**src/source/memTypesPkg.sv**
```systemverilog
package memTypesPkg;

    ////////////////////////////////////////
    // Datapath vectors
    ////////////////////////////////////////

    typedef logic [31:0] addrT; // Byte address
    typedef logic [31:0] dataT; // Data word
    typedef logic [7:0]  byteT; // One memory byte
    typedef logic [1:0]  lenT;  // Access bytes minus one (0, 1 or 3)
    typedef logic [3:0]  tagT;  // Issuing instruction tag

    ////////////////////////////////////////
    // Memory controller FSM
    ////////////////////////////////////////

    typedef enum logic [1:0] {
        ctrlIdle,
        ctrlBusy,
        ctrlDone
    } ctrlStateT;

endpackage

```
**src/source/dataCache.sv**
```systemverilog
`timescale 1ns/1ps

module dataCache (
    input  logic              clk,
    input  logic              rst,
    input  logic              rdy,

    input  logic              reqEn,
    input  logic              reqLs,
    input  memTypesPkg::addrT reqAddr,
    input  memTypesPkg::dataT reqData,
    input  memTypesPkg::lenT  reqLen,
    input  memTypesPkg::tagT  reqTag,
    output logic              cacheFree,

    input  logic              memWait,
    output logic              memEn,
    output logic              memLs,
    output memTypesPkg::addrT memAddr,
    output memTypesPkg::dataT memData,
    output memTypesPkg::lenT  memLen,
    input  logic              memDone,
    input  memTypesPkg::dataT memRdata,

    output logic              doneEn,
    output memTypesPkg::dataT doneData,
    output memTypesPkg::tagT  doneTag
);
    import memTypesPkg::*;

    logic occupied; // Entry holds an operation
    logic sent;     // Entry already handed to the controller
    logic holdLs;
    addrT holdAddr;
    dataT holdData;
    lenT  holdLen;
    tagT  holdTag;

    assign cacheFree = !rst && rdy && !occupied;
    assign memEn     = occupied && !sent && !memWait && rdy;
    assign memLs     = holdLs;
    assign memAddr   = holdAddr;
    assign memData   = holdData;
    assign memLen    = holdLen;

    always_ff @(posedge clk) begin
        if (rst) begin
            occupied <= 1'b0;
            sent     <= 1'b0;
            doneEn   <= 1'b0;
        end else if (rdy) begin
            doneEn <= memDone; // Result returns one cycle after the controller
            if (reqEn) begin
                occupied <= 1'b1;
                sent     <= 1'b0;
            end
            if (memEn) begin
                sent <= 1'b1;
            end
            if (memDone) begin
                occupied <= 1'b0;
            end
        end
    end

    always_ff @(posedge clk) begin
        if (rdy) begin
            if (reqEn) begin
                holdLs   <= reqLs;
                holdAddr <= reqAddr;
                holdData <= reqData;
                holdLen  <= reqLen;
                holdTag  <= reqTag;
            end
            if (memDone) begin
                doneData <= memRdata;
                doneTag  <= holdTag;
            end
        end
    end

endmodule

```
**config.mk**
```make
export PLATFORM = sky130hd
export DESIGN_NAME = dataCache
export DESIGN_NICKNAME = d
export VERILOG_FILES = /design/src/source/memTypesPkg.sv /design/src/source/dataCache.sv
export SDC_FILE = /design/constraint.sdc
export NUM_CORES = 1
export LEC_CHECK = 0
export BUFFER_PORTS_ARGS = -buffer_cell sky130_fd_sc_hd__buf_2
export CORE_MARGIN = 2
export CORE_UTILIZATION = 39
export DETAILED_ROUTE_END_ITERATION = 16
export PLACE_DENSITY = 0.75
export SETUP_SLACK_MARGIN = 0.5
export SLEW_MARGIN = 0
export SYNTH_ARGS = -nofsm -noshare
export SYNTH_HDL_FRONTEND = slang
export SYNTH_SLANG_ARGS = --single-unit
```
**constraint.sdc**
```tcl
create_clock -name clk -period 2.1 [get_ports clk]
set_input_delay 0.315 -clock clk [delete_from_list [all_inputs] [get_ports clk]]
set_output_delay 0.315 -clock clk [all_outputs]
set_load 0.005 [all_outputs]
```
==> results.rst <==
.. list-table::
   :header-rows: 1

   * - Metric
     - Value
   * - Number of buffers inserted during clock tree synthesis
     - 9
   * - Power Density
     - 867 nW/um^2
   * - Horizontal die dimension
     - 96.7 um
   * - Slew Limit Headroom
     - 69.0%
   * - Placer congestion estimate
     - 0.797
   * - Number of H-tree branching levels
     - 3
   * - Share of layout cells above drive strength 1
     - 66.0%
   * - Crit path time final
     - 1.44 ns
   * - Worst endpoint required time
     - 1.78 ns
   * - Kind of capture point of the worst setup path
     - output pin
   * - Global-route wire length before repair
     - 11100 um
   * - Max cap viols
     - 0
   * - Clock latency on the worst-skew pair
     - 0.35 ns
   * - Kind of start point of the critical path
     - flip-flop
   * - I/O pin count
     - 215
   * - Distinct cells, synth
     - 12
   * - Worst-margin pin slew
     - 0.465 ns
   * - Combined global-route utilization of all metal layers
     - 15.5%
   * - Vias in the first global route
     - 2138
   * - Placement row count
     - 33
   * - Setup bufs post-CTS
     - 0
   * - Warnings from Yosys
     - 0
   * - Final number of setup-violating endpoints
     - 0
   * - Die Ht
     - 96.7 um
   * - Syn Std Cell Area
     - 3350 um^2
   * - Antenna cell count
     - 0
   * - Antenna-violating nets left
     - 0
   * - Maximum count of clock buffers along a single path
     - 2
   * - Wire length reported by the detailed router
     - 7340 um
   * - Kind of critical path
     - reg2out
   * - Detailed Routing Iterations Pass 1
     - 4
   * - Resized Gates After CTS
     - 0
   * - Final Max Tran Viols
     - 0
   * - Placeable core region
     - 8260 um^2
   * - Run status
     - finished, final reports clean
   * - Hold/Removal Path Class
     - in2reg
   * - Area growth, synth to finish
     - 42.3%
   * - Post-DR vias/cell
     - 4.47
   * - Setup TNS Final
     - 0 ns
   * - Overflow after GRT
     - 0
   * - Count of final hold-check violations
     - 0
   * - Pin count of the biggest net entering global routing
     - 72
   * - Area occupied by multi-input gates
     - 78.8 um^2
   * - Critical-path maximum fanout
     - 3
   * - Worst endpoint data arrival time
     - 1.13 ns
   * - Cell count after synthesis
     - 122
   * - Drc violations
     - 0
   * - Hold Buf Count CTS
     - 0
   * - Routed wirelength normalized by instance count
     - 16.0 um
   * - Reg clk slew, reported paths
     - 0.10 ns
   * - Portion of the clock cycle consumed by the worst path in the final layout
     - 68.8%
   * - Initial Util
     - 40.6%
   * - Clock tree root buffer cell
     - sky130_fd_sc_hd__clkbuf_8
   * - Antenna violations before repair
     - 0
   * - Unrepaired setup endpoints after global routing
     - no
   * - Maximum frequency from static timing analysis
     - 0.692 GHz
   * - Internal reg-to-reg setup slack
     - 1.33 ns
   * - TritonCTS clock tree
     - built
   * - Sequential-to-total area share from yosys stat
     - 97.6%
   * - Reported leakage power
     - 2.01 nW
   * - Worst vdd ir
     - 0.455 mV
   * - Post-DP HPWL
     - 5600 um
   * - Number of inserted filler cells in the final layout
     - 671
   * - Flops & latches, synth
     - 110
   * - Number of port buffers
     - 214
   * - Avg Synthesized Cell Area
     - 27.5 um^2
   * - Worst Skew
     - 0.00329 ns
   * - Iteration-0 DRC count of the detailed router
     - 62
   * - Combined flip-flop and latch cell area
     - 3270 um^2
   * - Number of nets in the final layout
     - 457
   * - Core Util, Final
     - 57.8%
   * - Total via count in the routed design
     - 2049
   * - Area enclosed by the die boundary
     - 9360 um^2
   * - Total clock sinks
     - 110
   * - Synthesized Nets
     - 231
final timing paths:
kind                                    end        start  depth (start not counted)
worst max-delay path                  memEn     occupied                          3
worst min-delay path            memAddr[29]  reqAddr[29]                          1
worst max register to register         sent     occupied                          2
worst min register to register   doneTag[1]   holdTag[1]                          0
cells in the mapped netlist, drive strengths merged:
master    n  share of area [%]
edfxtp  107                 96
dfxtp     3                1.8
a21oi     2               0.30
and2      2               0.49
nor2      2               0.22
a31o      1               0.26
inv       1               0.11
mux2i     1               0.30
nand3b    1               0.22
nor3      1               0.30
nor3b     1               0.22
stage by stage:
step	std cells	setup WS, ns	power, mW	cell area (um^2)	hold slack, ns
floorplan	122	0.823	2.71	3360	0.385
global placement	442	0.788	2.95	4580	0.406
detailed placement	442	0.753	2.96	4580	0.412
CTS	458	0.639	4.19	4770	0.106
global route	458	0.574	4.31	4770	0.0996
finish	458	0.655	4.14	4770	0.126
worst max-delay path, stage by stage (launching register included):
cell,delay (ns)
sky130_fd_sc_hd__dfxtp_1,0.38
sky130_fd_sc_hd__nand3b_1,0.12
sky130_fd_sc_hd__nor2_1,0.14
sky130_fd_sc_hd__buf_2,0.14
cells by family (layout without fill, tap and decap cells):
group                  count (synthesis)  after routing  share of synthesized area (%)
AO/OA/AOI/OAI                          3              3                          0.560
buffers and inverters                  1            232                          0.112
flip-flops                           110            110                           97.6
multiplexers                           1              1                          0.298
AND/OR/NAND/NOR                        7              7                           1.46
layout make-up:
type	count	area share [%]
well taps	105	2.75
multi-input cells	11	1.65
repair buffers	215	22.9
clock inverters	7	1.52
clock buffers	9	2.59
flip-flops and latches	110	68.6
inverters	1	0.0786
placed cells by master (no fill, tap or decap), types with 2 or more instances in the layout:
| cell | n |
|---|---|
| sky130_fd_sc_hd__edfxtp_1 | 107 |
| sky130_fd_sc_hd__clkbuf_8 | 9 |
| sky130_fd_sc_hd__buf_2 | 214 |
| sky130_fd_sc_hd__dfxtp_1 | 3 |
| sky130_fd_sc_hd__nor2_1 | 2 |
| sky130_fd_sc_hd__and2_4 | 2 |
| sky130_fd_sc_hd__a21oi_1 | 2 |
| sky130_fd_sc_hd__inv_6 | 2 |
metal layers:
layer | track usage (%) | vias up | routed length (um)
met5 | 0 | - | 0
met4 | 6.18 | 0 | 98
met3 | 8.24 | 11 | 1040
met2 | 26.0 | 154 | 3580
met1 | 16.4 | 945 | 2620
li1 | - | 939 | -
sequential cells by signal (all words and copies together) (netlist names):
register / count
doneEn: 1
occupied: 1
memLen: 2
memAddr: 32
doneData: 32
memData: 32
sent: 1
doneTag: 4
holdTag: 4
memLs: 1
report_power, final:
part	internal, mW	total [mW]	leakage (nW)	switching, mW
sequential	2.56	2.60	1.03	0.0339
combinational	0.162	0.306	0.886	0.144
clock	0.556	1.24	0.0976	0.681
total	3.28	4.14	2.01	0.859
Power figures use the tool's default switching activity.
