**src/source/memTypesPkg.sv**
```systemverilog
package memTypesPkg;

    ////////////////////////////////////////
    // Datapath vectors
    ////////////////////////////////////////

    typedef logic [31:0] addrT; // Byte address
    typedef logic [31:0] dataT; // Data word
    typedef logic [7:0]  byteT; // One memory byte
    typedef logic [1:0]  lenT;  // Access bytes minus one (0, 1 or 3)
    typedef logic [3:0]  tagT;  // Issuing instruction tag

    ////////////////////////////////////////
    // Memory controller FSM
    ////////////////////////////////////////

    typedef enum logic [1:0] {
        ctrlIdle,
        ctrlBusy,
        ctrlDone
    } ctrlStateT;

endpackage

```
**src/source/memCtrl.sv**
```systemverilog
`timescale 1ns/1ps

module memCtrl (
    input  logic              clk,
    input  logic              rst,
    input  logic              rdy,
    input  logic              fetchHold,

    input  logic              memEn,
    input  logic              memLs,
    input  memTypesPkg::addrT memAddr,
    input  memTypesPkg::dataT memData,
    input  memTypesPkg::lenT  memLen,
    output logic              memWait,
    output logic              memDone,
    output memTypesPkg::dataT memRdata,

    output logic              ramWe,
    output memTypesPkg::addrT ramAddr,
    output memTypesPkg::byteT ramWdata,
    input  memTypesPkg::byteT ramRdata
);
    import memTypesPkg::*;

    ctrlStateT  state;
    logic       isStore;
    addrT       baseAddr;
    dataT       wrData;
    lenT        lenReg;
    logic [2:0] byteIdx;   // Bytes addressed so far
    dataT       rdData;    // Load bytes gathered so far
    addrT       lastAddr;  // Address presented in the last running cycle
    addrT       curAddr;
    logic       accessNow;
    logic [1:0] readSlot;
    dataT       assembled;

    assign memWait = fetchHold || (state != ctrlIdle);
    assign memDone = (state == ctrlDone);

    ////////////////////////////////////////
    // RAM access, first byte on memEn
    ////////////////////////////////////////

    assign accessNow = ((state == ctrlIdle) && memEn) ||
                       ((state == ctrlBusy) && (byteIdx <= {1'b0, lenReg}));
    assign curAddr   = (state == ctrlIdle) ? memAddr : baseAddr + addrT'(byteIdx);
    assign ramAddr   = rdy ? curAddr : lastAddr; // Hold read data aligned while frozen
    assign ramWe     = rdy && accessNow && ((state == ctrlIdle) ? memLs : isStore);
    assign ramWdata  = (state == ctrlIdle) ? memData[7:0] : wrData[8*byteIdx[1:0] +: 8];

    // Byte on ramRdata was addressed one cycle earlier
    assign readSlot = byteIdx[1:0] - 2'd1;

    always_comb begin
        assembled                   = rdData;
        assembled[8*readSlot +: 8]  = ramRdata;
    end

    ////////////////////////////////////////
    // Access FSM
    ////////////////////////////////////////

    always_ff @(posedge clk) begin
        if (rst) begin
            state <= ctrlIdle;
        end else if (rdy) begin
            case (state)
                ctrlIdle: if (memEn) state <= ctrlBusy;
                ctrlBusy: if (byteIdx == {1'b0, lenReg} + 3'd1) state <= ctrlDone;
                default:  state <= ctrlIdle;
            endcase
        end
    end

    always_ff @(posedge clk) begin
        if (rdy) begin
            lastAddr <= curAddr;
            if (state == ctrlIdle && memEn) begin
                isStore  <= memLs;
                baseAddr <= memAddr;
                wrData   <= memData;
                lenReg   <= memLen;
                byteIdx  <= 3'd1;
                rdData   <= '0; // Loads are zero-extended
            end else if (state == ctrlBusy) begin
                byteIdx <= byteIdx + 3'd1;
                if (!isStore) begin
                    rdData <= assembled;
                end
                if (byteIdx == {1'b0, lenReg} + 3'd1) begin
                    memRdata <= isStore ? '0 : assembled;
                end
            end
        end
    end

endmodule

```
**config.mk**
```make
export PLATFORM = sky130hd
export DESIGN_NAME = memCtrl
export DESIGN_NICKNAME = d
export VERILOG_FILES = /design/src/source/memTypesPkg.sv /design/src/source/memCtrl.sv
export SDC_FILE = /design/constraint.sdc
export NUM_CORES = 1
export LEC_CHECK = 0
export ABC_CLOCK_PERIOD_IN_PS = 6200
export BUFFER_PORTS_ARGS = -buffer_cell sky130_fd_sc_hd__buf_4
export CELL_PAD_IN_SITES_DETAIL_PLACEMENT = 0
export CELL_PAD_IN_SITES_GLOBAL_PLACEMENT = 2
export CORE_MARGIN = 2
export CORE_UTILIZATION = 30
export CTS_BUF_LIST = sky130_fd_sc_hd__clkbuf_16
export DETAILED_ROUTE_END_ITERATION = 7
export GPL_TIMING_DRIVEN = 0
export PLACE_DENSITY_LB_ADDON = 0.08
export SETUP_SLACK_MARGIN = 0.15
export SLEW_MARGIN = 15
export SYNTH_ARGS = -nofsm -noshare
export SYNTH_HDL_FRONTEND = slang
export SYNTH_SLANG_ARGS = --single-unit
```
**constraint.sdc**
```tcl
create_clock -name clk -period 6.2 [get_ports clk]
set_clock_uncertainty 0.05 [all_clocks]
set_input_delay 0.62 -clock clk [delete_from_list [all_inputs] [get_ports clk]]
set_output_delay 0.62 -clock clk [all_outputs]
set_load 0.03 [all_outputs]
```
==> metrics.md <==
| Metric | Value |
|---|---|
| Post-synth EDFFs | `134` |
| Worst setup path endpoint | `ramAddr[8]` |
| Clk Tree Root Cell | `clkbuf_16` |
| CP arrival | `3430 ps` |
| Post-layout min period | `4097 ps` |
| Initial core utilization | `0.3039` |
| Least-Margin Pin Slew | `1141 ps` |
| Iteration-0 DRC Markers | `319` |
| WS Path Type | `flop to output pin` |
| Fraction of registers with async set/reset | `0` |
| Fin crit share | `0.6608` |
| Yosys warns | `0` |
| Clock Sink Count | `168` |
| Hold buffers post-CTS | `0` |
| Synth area leader | `edfxtp_1` |
| Synth top area cells | `edfxtp_1 55%, dfxtp_1 9.3%, nor2_1 4.4%` |
| Leakage Power | `3.688 nW` |
| CORE AREA | `0.02418 mm²` |
| Crit Reg-Reg Endpoint | `memRdata[9]$_SDFFCE_PP0P_` |
| Vias | `5312` |
| Largest net degree at the start of global routing | `51` |
| Top_reg_cell synth | `edfxtp_1` |
| Top Ports | `155` |
| Hold WC Path Type | `input pin to flop` |
| Post-synth top area share | `0.5477` |
| Dpl hpwl | `14420 µm` |
| Rows | `57` |
| Peak Freq | `0.2441 GHz` |
| Run status | `finished, final reports clean` |
| R2r startpoint | `byteIdx[1]$_SDFFCE_PP0P_` |
| Worst-Skew Late Latency | `420 ps` |
| Synthesized instance count | `613` |
| Antenna Violating Nets Remaining | `0` |
| Yosys cell types | `47` |
| DRT Pass-1 Iters | `5` |
| Post-CTS Setup Bufs | `0` |
| Post-route DRC violation count | `0` |
| Chip Height | `160.5 µm` |
| Die width | `160.5 µm` |
| Worst vdd ir | `0.1695 mV` |
| CTS buffer count | `17` |
| Share of cells above drive strength 1 | `0.2715` |
| Overall power | `0.002827 W` |
| CTS tree | `yes` |
| Max Cap Viol | `0` |
| PD cells | `294.1 mW/mm²` |
| Post-layout util | `0.3977` |
| Setup TNS | `0 ps` |
| Via density per instance | `4.713` |
| Clock slew at reported path FFs | `80 ps` |
| FF-to-FF path depth | `7` |
| CP startpoint | `byteIdx[0]$_SDFFCE_PP1P_` |
| Critical Path Start Type | `flop` |
| Max-Slew Margin vs Limit | `0.2338` |
| Syn-to-layout area delta | `30.86%` |
| Vias in the first global route | `5501` |
| Total track usage | `0.1595` |
| #FFs+latches synth | `168` |
| Global-route wire length before repair | `31640 µm` |
| Worst Path Max Fanout | `10` |
| # diodes | `0` |
| Mapped cell area | `0.007347 mm²` |
| RSZ-0062 raised after global routing | `no` |
| Internal reg-to-reg setup slack | `2920 ps` |
| Seq/Total Area, Yosys | `0.6403` |
| Mean post-synth cell area | `11.99 µm²` |
| Post-Syn Nets | `706` |
| Required @ worst endpoint | `5530 ps` |
| Routed length per instance | `17.92 µm` |
| I/O Buffers | `154` |
| Gp weighted congestion | `0.7983` |
| Max Buffers Root-to-Sink | `2` |
| Final setup fails | `0` |
| Die ar. | `0.02576 mm²` |
| CP Capture Type | `output pin` |
| GRT overflow | `0` |
| Slew Limit Fails | `0` |
| Nets | `883` |
| Detailed Route WL | `20200 µm` |
| Initial antenna violation count | `0` |
| PostCTS Resize Cnt | `0` |
| # H-tree levels | `4` |
| Final Hold Viols | `0` |
-- worst max-delay path, cell delays in order, from the launching register on --
cell and delay, ps:
edfxtp_1 640, ha_1 350, fa_1 410, a21oi_1 550, nor2_1 210, and3_1 250, xnor2_1 120, o221ai_1 250
buf_4 220
-- cell usage in the layout (no fill, tap or decap), types with 2 or more instances in the layout --
cell type	instances
a21oi_1	51
mux4_2	8
and4_1	3
inv_1	21
nand4_1	11
a31o_2	3
buf_2	3
o2bb2ai_1	3
o21ai_0	16
nor2b_1	36
inv_6	6
nand3_1	31
nand2_1	43
mux2i_1	2
edfxtp_1	134
nor3_1	4
clkbuf_1	24
o221ai_1	14
buf_4	155
inv_8	4
dfxtp_1	34
buf_1	2
and2_1	5
buf_8	2
a31oi_1	3
nor2_1	86
clkbuf_16	17
and3_1	8
nor4_1	4
a21o_1	3
xnor2_1	15
ha_1	12
bufinv_16	2
xor2_1	13
nand2b_1	2
-- logic make-up (layout without fill, tap and decap cells) --
group	count (synthesis)	count (layout)	share of synthesized area
and+or+nand+nor	248	248	0.1696
AOI/OAI and AO/OA	95	95	0.07817
muxes	11	11	0.02878
DFF	168	168	0.6403
xor gates and xnor gates	28	28	0.03338
buffers and inverters	50	240	0.02657
adders and majority gates	13	13	0.02316
-- worst min-delay path by stage --
| stage | from | endpoint | slack, ps | cells past startpoint |
|---|---|---|---|---|
| after detailed placement | lastAddr[3]$_DFF_P_ | lastAddr[3]$_DFF_P_ | 420 | 2 |
| after floorplan | state[1]$_SDFFE_PP0P_ | state[1]$_SDFFE_PP0P_ | 480 | 2 |
| after global routing | memData[30] | wrData[30]$_DFFE_PP_ | 290 | 1 |
| after global placement | lastAddr[3]$_DFF_P_ | lastAddr[3]$_DFF_P_ | 410 | 2 |
| final | memData[29] | wrData[29]$_DFFE_PP_ | 320 | 1 |
| after CTS | memData[30] | wrData[30]$_DFFE_PP_ | 300 | 1 |
-- synthesized netlist by cell type (4+ instances only) --
master,number
edfxtp_1,134
nor2_1,86
a21oi_1,51
nand2_1,43
nor2b_1,37
dfxtp_1,34
nand3_1,31
clkbuf_1,24
inv_1,20
o21ai_0,16
xnor2_1,15
o221ai_1,14
xor2_1,13
ha_1,12
nand4_1,11
and3_1,9
mux4_2,8
and2_1,5
nor3_1,4
nor4_1,4
-- state kept, by name, indices dropped and copies added, names as in the netlist --
| signal | cells |
|---|---|
| lastAddr | 32 |
| lenReg | 2 |
| wrData | 32 |
| state | 2 |
| byteIdx | 3 |
| memRdata | 32 |
| baseAddr | 32 |
| rdData | 32 |
| isStore | 1 |
-- power by group --
| part | leakage (nW) | switching (W) | internal (W) |
|---|---|---|---|
| registers | 1.54 | 0.0000244 | 0.00129 |
| clock network | 0.299 | 0.000495 | 0.000613 |
| logic | 1.85 | 0.000249 | 0.000155 |
-- metal layers --
metal | wire, µm | global-route usage | vias up
met5 | 0 | 0 | -
met4 | 113 | 0.03522 | 0
met3 | 828 | 0.03487 | 11
met2 | 9060 | 0.2429 | 132
met1 | 10200 | 0.2333 | 2594
li1 | - | - | 2575
-- through the flow --
step / area (µm²) / setup slack (ps) / cells / hold WS [ps]
5_1_grt: 9614 / 1857 / 1127 / 292.2
6_report: 9614 / 2103 / 1127 / 316.4
3_5_place_dp: 9011 / 2526 / 1095 / 416.5
4_1_cts: 9614 / 2052 / 1127 / 296.1
2_1_floorplan: 7347 / 2516 / 613 / 476.5
3_3_place_gp: 8909 / 758.3 / 1091 / 413.2
-- cell type report --
cell class / instances / area, µm²
plain buffers: 30 / 120.1
clock buffers: 17 / 425.4
clock inverters: 15 / 177.7
fillers: 2352 / 14560
inverters: 20 / 75.07
multi-input cells: 395 / 2472
flip-flops and latches: 168 / 4705
well taps: 324 / 405.4
repair buffers: 158 / 1234
(Power assumes the default switching activity.)
