===== src/source/cpuConfigPkg.sv =====
package cpuConfigPkg;

    ////////////////////////////////////////
    // Memory-side sizing
    ////////////////////////////////////////

    localparam int QueueDepth = 4;    // Load/store queue entries
    localparam int RamBytes   = 1024; // Data RAM size in bytes

endpackage


===== src/source/memTypesPkg.sv =====
package memTypesPkg;

    ////////////////////////////////////////
    // Datapath vectors
    ////////////////////////////////////////

    typedef logic [31:0] addrT; // Byte address
    typedef logic [31:0] dataT; // Data word
    typedef logic [7:0]  byteT; // One memory byte
    typedef logic [1:0]  lenT;  // Access bytes minus one (0, 1 or 3)
    typedef logic [3:0]  tagT;  // Issuing instruction tag

    ////////////////////////////////////////
    // Memory controller FSM
    ////////////////////////////////////////

    typedef enum logic [1:0] {
        ctrlIdle,
        ctrlBusy,
        ctrlDone
    } ctrlStateT;

endpackage


===== src/source/loadStoreQueue.sv =====
`timescale 1ns/1ps

module loadStoreQueue #(
    parameter int depth = cpuConfigPkg::QueueDepth
) (
    input  logic              clk,
    input  logic              rst,
    input  logic              rdy,

    input  logic              issueEn,
    input  logic              issueLs,
    input  memTypesPkg::addrT issueAddr,
    input  memTypesPkg::dataT issueData,
    input  memTypesPkg::lenT  issueLen,
    input  memTypesPkg::tagT  issueTag,
    output logic              queueFull,

    input  logic              cacheFree,
    output logic              reqEn,
    output logic              reqLs,
    output memTypesPkg::addrT reqAddr,
    output memTypesPkg::dataT reqData,
    output memTypesPkg::lenT  reqLen,
    output memTypesPkg::tagT  reqTag
);
    import memTypesPkg::*;

    localparam int ptrW = $clog2(depth);
    localparam int cntW = $clog2(depth + 1);

    logic             lsQ   [depth];
    addrT             addrQ [depth];
    dataT             dataQ [depth];
    lenT              lenQ  [depth];
    tagT              tagQ  [depth];

    logic [ptrW-1:0]  head;
    logic [ptrW-1:0]  tail;
    logic [cntW-1:0]  count;
    logic             push;

    assign queueFull = (count == cntW'(depth));
    assign push      = issueEn && !queueFull; // Strobes while full are dropped
    assign reqEn     = (count != '0) && cacheFree;

    assign reqLs   = lsQ[head];
    assign reqAddr = addrQ[head];
    assign reqData = dataQ[head];
    assign reqLen  = lenQ[head];
    assign reqTag  = tagQ[head];

    ////////////////////////////////////////
    // Pointers and occupancy
    ////////////////////////////////////////

    always_ff @(posedge clk) begin
        if (rst) begin
            head  <= '0;
            tail  <= '0;
            count <= '0;
        end else if (rdy) begin
            if (push) begin
                tail <= (tail == ptrW'(depth - 1)) ? '0 : tail + 1'b1; // Wrap for any depth
            end
            if (reqEn) begin
                head <= (head == ptrW'(depth - 1)) ? '0 : head + 1'b1;
            end
            case ({push, reqEn})
                2'b10:   count <= count + 1'b1;
                2'b01:   count <= count - 1'b1;
                default: count <= count;
            endcase
        end
    end

    always_ff @(posedge clk) begin
        if (rdy && push) begin
            lsQ[tail]   <= issueLs;
            addrQ[tail] <= issueAddr;
            dataQ[tail] <= issueData;
            lenQ[tail]  <= issueLen;
            tagQ[tail]  <= issueTag;
        end
    end

endmodule


===== config.mk =====
export PLATFORM = sky130hd
export DESIGN_NAME = loadStoreQueue
export DESIGN_NICKNAME = d
export VERILOG_FILES = /design/src/source/cpuConfigPkg.sv /design/src/source/memTypesPkg.sv /design/src/source/loadStoreQueue.sv
export SDC_FILE = /design/constraint.sdc
export NUM_CORES = 1
export LEC_CHECK = 0
export BUFFER_PORTS_ARGS = -buffer_cell sky130_fd_sc_hd__buf_2
export CORE_ASPECT_RATIO = 0.8
export CORE_UTILIZATION = 42
export DETAILED_ROUTE_END_ITERATION = 16
export PLACE_DENSITY = 0.58
export SLEW_MARGIN = 20
export SYNTH_ARGS = -nofsm -noshare
export SYNTH_HDL_FRONTEND = slang
export SYNTH_SLANG_ARGS = --single-unit

===== constraint.sdc =====
create_clock -name clk -period 6.2 [get_ports clk]
set_clock_uncertainty 0.1 [all_clocks]
set_input_delay 1.24 -clock clk [delete_from_list [all_inputs] [get_ports clk]]
set_output_delay 1.24 -clock clk [all_outputs]
set_load 0.01 [all_outputs]

==> impl_metrics.json, run 1 <==
{
  "synth_commonest_cells": "284 x edfxtp_1, 71 x mux4_2, 10 x clkbuf_1",
  "antenna_found_initial": 5,
  "die_area_um2": 26100,
  "avgSynthCellArea_um2": 25.2,
  "startpoint_type": "register",
  "insertion_delay_ns": 0.53,
  "cts_setup_buffers": 0,
  "r2r_end": "dataQ[3][30]$_DFFE_PP_",
  "layout_min_cycle_time_ns": 3.95,
  "cts_buffers": 29,
  "relSlewSlack_pct": 43.8,
  "worstHoldPathCells": 2,
  "synth-edff-count": 284,
  "die_height_um": 145,
  "min-delay-start": "head[0]$_SDFFE_PP0P_",
  "boundaryPins": 149,
  "drv_slew": 0,
  "fin_tns_setup_ns": 0,
  "rows": 51,
  "synth.area.top_cells": "edfxtp_1 80%, mux4_2 15%, dfxtp_1 1.7%",
  "routedWlPerCell_um": 20.8,
  "drc": 0,
  "start_util_pct": 43.4,
  "num_vias": 4877,
  "worst_ep_required_time_ns": 4.86,
  "leakage_nw": 4.23,
  "synth_top_area_cell": "edfxtp_1",
  "overflow": 0,
  "rr_startpoint": "count[0]$_SDFFE_PP0P_",
  "multi_input_area_um2": 1910,
  "die_w_um": 181,
  "yosysTopAreaCellShare_pct": 79.6,
  "drv_cap": 0,
  "reg2regPathDepth": 4,
  "post-route-period-util_pct": 63.7,
  "setup_viol": 0,
  "hp-class": "register to register",
  "hold_buffers": 0,
  "cts_resized": 0,
  "drt_wl_total_um": 19500,
  "ys_async_sr_fraction_pct": 0,
  "cellPowerDensity_nw_per_um2": 325,
  "port_buffers": 148,
  "clkSinkCount": 293,
  "yosysUniqueCellTypes": 26,
  "end_kind": "output port",
  "drt-initial-drc-count": 281,
  "gp_congestion": 0.709,
  "fmax_ghz": 0.253,
  "synth.most_common_cell": "edfxtp_1",
  "reg2reg_slack_ns": 3.61,
  "arrival_ns": 2.61,
  "syn-instance-count": 425,
  "outcome": "complete, no violations",
  "dp_hpwl_um": 11600,
  "regArea_um2": 8720,
  "synth_flop_cell": "edfxtp_1",
  "synth.cell_area_um2": 10700,
  "ys_seq_elements": 293,
  "root_buffer": "clkbuf_16",
  "cts_tree": "done",
  "drive_above_1_share_pct": 44.6,
  "area_growth_pct": 19.1,
  "grt_pass1_vias": 5239,
  "finalPower_mw": 4.15,
  "worstPathMaxFanout": 29,
  "ir_drop_v": 0.000202,
  "htree_levels": 1,
  "core-area_um2": 24700,
  "cts_buffer_depth": 3,
  "ys_seq_area_share_pct": 81.3,
  "grt_max_degree": 72,
  "final_nets": 676,
  "syn_nets": 508,
  "vias_per_cell": 5.21,
  "first_pass_iters": 4,
  "path_clk_slew_ns": 0.06,
  "grt_usage_pct": 15.1,
  "hold_viol": 0,
  "drtAntennaViolNets": 0,
  "worst_pin_slew_ns": 0.843,
  "grt_pass1_wl_um": 29800,
  "yosys_warnings": 0,
  "rsz0062_at_grt": "false",
  "fill_cells": 1947,
  "critical_path_class": "register to output port"
}
## cell families (layout without fill, tap and decap cells)
kind of cell	Yosys count	count (layout)	share of synthesized area, %
multiplexers	74	74	15.3
adder cells (fa/ha/maj)	7	7	0.888
buffers and inverters	24	213	0.935
AO/OA/AOI/OAI	6	6	0.421
other	0	4	0
AND/OR/NAND/NOR	19	19	1.02
flip-flops	293	293	81.3
XOR/XNOR	2	2	0.164
## flip-flops by register name, summed over array words and instances, names as in the netlist, named ones only
signal  count
addrQ     128
count       3
dataQ     128
head        2
lenQ        8
lsQ         4
tagQ       16
tail        2
## area by class of cell
class	count	share of cell area, %
Sequential cell	293	68.3
Multi-Input combinational cell	108	14.9
Timing Repair Buffer	155	6.47
Clock buffer	31	5.75
Tap cell	318	3.12
Clock inverter	21	1.13
Inverter	6	0.177
Antenna cell	4	0.0785
## worst max-delay path: stages (launching register included)
cell	delay, ns
dfxtp_4	0.74
buf_4	0.54
mux4_2	0.61
buf_2	0.16
## routing by layer
| layer | vias up | GRT usage (%) | wire (µm) | part of all wire (%) |
|---|---|---|---|---|
| met3 | 29 | 4.48 | 1390 | 7.1 |
| met1 | 2532 | 20.7 | 8830 | 45 |
| met2 | 164 | 24.1 | 8900 | 46 |
| li1 | 2150 | - | - | - |
| met5 | - | 0 | 13 | 0.067 |
| met4 | 2 | 3.55 | 339 | 1.7 |
## layout by cell type, fill, tap and decap left out
cell type   instances
mux4_2             71
inv_1               6
clkbuf_1            2
a21oi_1             2
a211oi_1            1
and2_4              4
mux2_4              1
ha_1                6
nor2_1              5
o31a_2              1
clkbuf_16          29
clkinvlp_4          1
or2b_1              1
clkinv_1           11
nor3_1              1
xnor2_1             2
buf_4               5
fa_1                1
bufinv_16           2
mux2i_1             2
and3_1              1
buf_16              1
nor2b_1             1
or3_1               1
nand2_1             2
buf_12              1
dfxtp_1             7
dfxtp_4             2
buf_2             148
edfxtp_1          284
or3b_1              1
clkinv_2            7
nand2b_1            2
diode_2             4
o311ai_0            1
a31o_2              1
## how the worst max path moves through the flow
stage | from | end | slack (ns) | depth (start not counted)
after floorplan | rdy | addrQ[0][0]$_DFFE_PP_ | 3.24 | 3
after global placement | register | reqData[22] | 2.72 | 3
after detailed placement | register | reqData[27] | 2.68 | 3
after CTS | register | reqData[27] | 2.12 | 3
after global routing | register | reqData[22] | 2.02 | 3
final | register | reqData[22] | 2.25 | 3
## through the flow
step	area (µm²)	util [%]	worst slack [ns]	hold WS [ns]	std cells
detailed placement	11800	47.9	2.68	0.402	879
finish	12800	51.6	2.25	0.408	936
CTS	12700	51.5	2.12	0.416	931
global route	12700	51.6	2.02	0.435	933
global placement	11800	47.9	2.72	0.358	878
floorplan	10700	-	3.24	0.363	425
## report_power, final
group / internal [mW] / switching (mW)
registers: 2.22 / 0.0257
clock network: 0.928 / 0.683
logic: 0.139 / 0.148
total: 3.29 / 0.857
Power figures use the tool's default switching activity.
==> run 2: changes to the inputs <==
Clock period 6.2 ns to 3.9 ns, I/O delays scaled along.
==> run 2 against run 1 <==
Non-clock buffer count unchanged. Critical path depth unchanged. Register-to-register slack got worse by 2.1 ns. Routed wire length increased by 0.56%. Hold slack got worse by 0.052 ns. Design area increased by 1.3%. Total power increased by 66%. Final cell count unchanged. Clock power increased by 76%. Flip-flop and latch count unchanged. Utilization increased by 0.68 points. Sequential share of layout area decreased by 0.89 points. Critical endpoint is now reqAddr[5].
==> impl_metrics.json, run 2 (synthesized netlist as in run 1, its figures left out) <==
{
  "end_kind": "output port",
  "start_util_pct": 43.4,
  "boundaryPins": 149,
  "die_area_um2": 26100,
  "top_layer_used": "met5",
  "finalPower_mw": 6.88,
  "clkSinkCount": 293,
  "cts_tree": "done",
  "fin_area_um2": 12900,
  "drt-initial-drc-count": 303,
  "grt_max_degree": 45,
  "gp_congestion": 0.681,
  "regArea_um2": 8720,
  "multi_input_area_um2": 1910,
  "cts_buffer_depth": 3,
  "cts_resized": 0,
  "fmax_ghz": 0.315,
  "grt_pass1_vias": 5236,
  "drv_slew": 0,
  "placed_cell_area_um2": 11900,
  "num_vias": 4867,
  "fin_tns_setup_ns": 0,
  "cellPowerDensity_nw_per_um2": 532,
  "worstPathMaxFanout": 26,
  "ir_drop_v": 0.000436,
  "final_cell_mix": "284 x edfxtp_1, 148 x buf_2, 71 x mux4_2, 31 x clkbuf_16, 8 x clkinv_2",
  "dp_hpwl_um": 11500,
  "worst_pin_slew_ns": 0.729,
  "rsz0062_at_grt": "false",
  "overflow": 0,
  "startpoint_type": "register",
  "fill_cells": 1938,
  "hp-class": "input pin to register",
  "outcome": "complete, no violations",
  "drv_cap": 0,
  "drc": 0,
  "drtAntennaViolNets": 0,
  "cts_setup_buffers": 0,
  "top_regs": "addrQ x128, dataQ x128, tagQ x16",
  "final_common_cell": "edfxtp_1",
  "grt_pass1_wl_um": 30200,
  "wl_met2_um": 9250,
  "core-area_um2": 24700,
  "relSlewSlack_pct": 50.7,
  "cts_buffers": 30,
  "area_growth_pct": 20.7,
  "antenna_found_initial": 3,
  "hold_buffers": 0,
  "die_height_um": 145,
  "leakage_nw": 4.31,
  "vias_per_cell": 5.20,
  "route.met3.wl_um": 1460,
  "layout_min_cycle_time_ns": 3.17,
  "first_pass_iters": 4,
  "port_buffers": 148,
  "root_buffer": "clkbuf_16",
  "rows": 51,
  "insertion_delay_ns": 0.54,
  "routedWlPerCell_um": 20.9,
  "drive_above_1_share_pct": 45.5,
  "setup_viol": 0,
  "grt_usage_pct": 15.5,
  "drt_wl_total_um": 19600,
  "path_clk_slew_ns": 0.06,
  "worst_ep_required_time_ns": 3.02,
  "critical_path_class": "register to output port",
  "arrival_ns": 2.29,
  "die_w_um": 181,
  "wl_met1_um": 8520,
  "htree_levels": 1,
  "final_nets": 677,
  "utilization_pct": 52.3,
  "post-route-period-util_pct": 81.4,
  "hold_viol": 0
}
[run 2: metrics by stage]
stage | setup WS [ns] | std cells | hold WS [ns]
finish | 0.727 | 936 | 0.356
detailed placement | 1.21 | 880 | 0.412
global placement | 1.24 | 880 | 0.393
global route | 0.574 | 934 | 0.326
CTS | 0.653 | 934 | 0.322
floorplan | 1.40 | 425 | 0.363
[run 2: worst paths after layout]
check                             start                      to  slack [ns]  cells after the start
setup / recovery               register              reqAddr[5]        0.73                      3
hold / removal            issueData[14]  dataQ[0][14]$_DFFE_PP_        0.36                      1
setup reg to reg  count[0]$_SDFFE_PP0P_  addrQ[1][26]$_DFFE_PP_        1.52                      4
hold reg to reg    head[0]$_SDFFE_PP0P_                register        0.41                      2
[run 2: layout make-up]
type / count / share of cell area, %
Tap cell: 318 / 3.08
Timing Repair Buffer: 155 / 6.82
Multi-Input combinational cell: 108 / 14.7
Antenna cell: 2 / 0.0387
Inverter: 6 / 0.174
Clock buffer: 34 / 6.09
Sequential cell: 293 / 67.4
Clock inverter: 20 / 1.61
[run 2: power breakdown]
part	internal (mW)	switching (mW)	total [mW]
combinational	0.228	0.237	0.466
sequential	3.54	0.0388	3.57
clock	1.71	1.13	2.84
[run 2: metal layers]
metal / vias to the layer above / global-route usage, %
li1: 2150 / -
met4: 4 / 3.46
met5: - / 0
met3: 27 / 4.58
met1: 2538 / 20.8
met2: 148 / 25.2
[run 2: critical path, stage by stage, from the launching register on]
cell	delay, ns
dfxtp_4	0.69
buf_12	0.31
mux4_2	0.56
buf_2	0.16
==> run 3: changes to the inputs <==
Settings changed: PLACE_DENSITY 0.58 to 0.61.
Clock period 3.9 ns to 2.6 ns, I/O delays scaled along.
==> run 3 against run 2 <==
Routed wire length is 3.3% higher. Count of clock-buffer cells in the layout is 5 higher. First-iteration DRC count is 13% lower. Largest power group unchanged. Clock power is 36% higher. Register-to-register slack worse by 1.2 ns. Design area is 2.0% higher. Global-route usage is 0.24 points lower. Utilization is 1.0 points higher. Sequential power is 50% higher. Hold slack worse by 0.25 ns.
==> impl_metrics.json, run 3 (synthesized netlist as in run 1, its figures left out) <==
{
  "drtAntennaViolNets": 0,
  "pre_cts_ws_ns": 0.369,
  "start_util_pct": 43.4,
  "overflow": 0,
  "setup_slack_ns": 0.0272,
  "grt_usage_pct": 15.2,
  "die_height_um": 145,
  "fill_cells": 1889,
  "r2r_end": "count[2]$_SDFFE_PP0P_",
  "worstHoldPathCells": 1,
  "fmax_ghz": 0.389,
  "drc": 0,
  "reg2regPathDepth": 8,
  "drv_cap": 0,
  "min-delay-start": "issueData[14]",
  "drt-initial-drc-count": 263,
  "first_pass_iters": 5,
  "clkSinkCount": 293,
  "cellPowerDensity_nw_per_um2": 761,
  "hp-class": "input pin to register",
  "gp_congestion": 0.745,
  "die_area_um2": 26100,
  "grt_pass1_vias": 5338,
  "relSlewSlack_pct": 43.6,
  "path_clk_slew_ns": 0.06,
  "cts_buffer_depth": 3,
  "outcome": "complete, no violations",
  "critical_path_class": "register to output port",
  "die_w_um": 181,
  "routedWlPerCell_um": 21.3,
  "rows": 51,
  "hold_viol": 0,
  "worstPathMaxFanout": 10,
  "setup_viol": 0,
  "drv_slew": 0,
  "root_buffer": "clkbuf_16",
  "insertion_delay_ns": 0.52,
  "grt_max_degree": 37,
  "ir_drop_v": 0.000541,
  "cts_buffers": 29,
  "final_nets": 691,
  "rr_startpoint": "count[2]$_SDFFE_PP0P_",
  "num_vias": 4949,
  "rsz0062_at_grt": "true",
  "multi_input_area_um2": 1910,
  "boundaryPins": 149,
  "worst_pin_slew_ns": 0.836,
  "vias_per_cell": 5.22,
  "reg2reg_slack_ns": 0.34,
  "final_common_cell": "edfxtp_1",
  "top_regs": "addrQ x128, dataQ x128, tagQ x16",
  "startpoint_type": "register",
  "layout_min_cycle_time_ns": 2.57,
  "hold_end": "dataQ[1][14]$_DFFE_PP_",
  "post-route-period-util_pct": 99.0,
  "grt_pass1_wl_um": 30100,
  "final_cell_mix": "284 x edfxtp_1, 137 x buf_2, 71 x mux4_2, 33 x clkbuf_16, 13 x buf_6",
  "htree_levels": 1,
  "cts_tree": "done",
  "leakage_nw": 4.40,
  "drive_above_1_share_pct": 45.5,
  "regArea_um2": 8720,
  "arrival_ns": 1.95,
  "hold_ws_ns": 0.106,
  "core-area_um2": 24700,
  "antenna_found_initial": 3,
  "drt_wl_total_um": 20200,
  "worst_ep_required_time_ns": 1.98,
  "fin_tns_setup_ns": 0,
  "dp_hpwl_um": 11700,
  "end_kind": "output port",
  "hold_buffers": 0,
  "port_buffers": 148,
  "area_growth_pct": 23.1
}
[run 3: cell types whose count changed in the layout (fill, tap and decap cells not counted), moves of 3 or more]
cell,before,now
buf_16,0,3
buf_6,0,13
buf_12,7,12
clkinv_2,8,4
buf_2,148,137
clkbuf_1,3,10
[run 3: worst max path at each step]
stage,from,endpoint,slack [ns],cells after the start
finish,register,reqAddr[8],0.03,4
global route,register,reqAddr[8],-0.02,4
CTS,register,reqAddr[15],-0.02,3
detailed placement,count[2]$_SDFFE_PP0P_,count[2]$_SDFFE_PP0P_,0.37,8
global placement,count[2]$_SDFFE_PP0P_,count[2]$_SDFFE_PP0P_,0.51,8
floorplan,count[0]$_SDFFE_PP0P_,addrQ[0][0]$_DFFE_PP_,0.36,4
[run 3: layout make-up]
class	count	share of cell area, %
inverter	6	0.171
tap	318	3.02
sequential	293	66.1
antenna	2	0.0380
clock buffer	39	5.79
multi-input combinational	108	14.5
timing repair buffer	170	9.58
clock inverter	12	0.816
[run 3: routing by layer]
layer / GRT usage (%) / vias up / wire length [µm]
met5: 0 / - / 11
met4: 3.51 / 2 / 273
met3: 4.50 / 25 / 1350
met2: 25.1 / 161 / 9510
met1: 20.1 / 2588 / 9080
li1: - / 2173 / -
[run 3: critical path, cell delays in order (launching register included)]
cell and delay (ns):
dfxtp_4 0.39, buf_12 0.13, clkbuf_16 0.19, mux4_2 0.55, buf_2 0.16
[run 3: per-stage QoR]
step / utilization, % / power (mW) / cells / instance area (µm²)
global route: 53.4 / 10.4 / 946 / 13200
detailed placement: 48.7 / 6.19 / 885 / 12000
CTS: 52.6 / 10.1 / 937 / 13000
global placement: 48.7 / 6.16 / 885 / 12000
floorplan: - / 5.85 / 425 / 10700
finish: 53.4 / 10.0 / 948 / 13200
[run 3: power by group]
| part | switching [mW] | internal [mW] |
|---|---|---|
| Combinational | 0.408 | 0.430 |
| Clock | 1.61 | 2.24 |
| Sequential | 0.0373 | 5.30 |
| Total | 2.05 | 7.98 |
[run 3: timing repair]
action                     in CTS  in global routing
hold endpoints to repair        0                  0
gates resized for setup        12                  3
setup buffers                   0                  4
cloned                          1                  5
setup endpoints to repair      41                 45
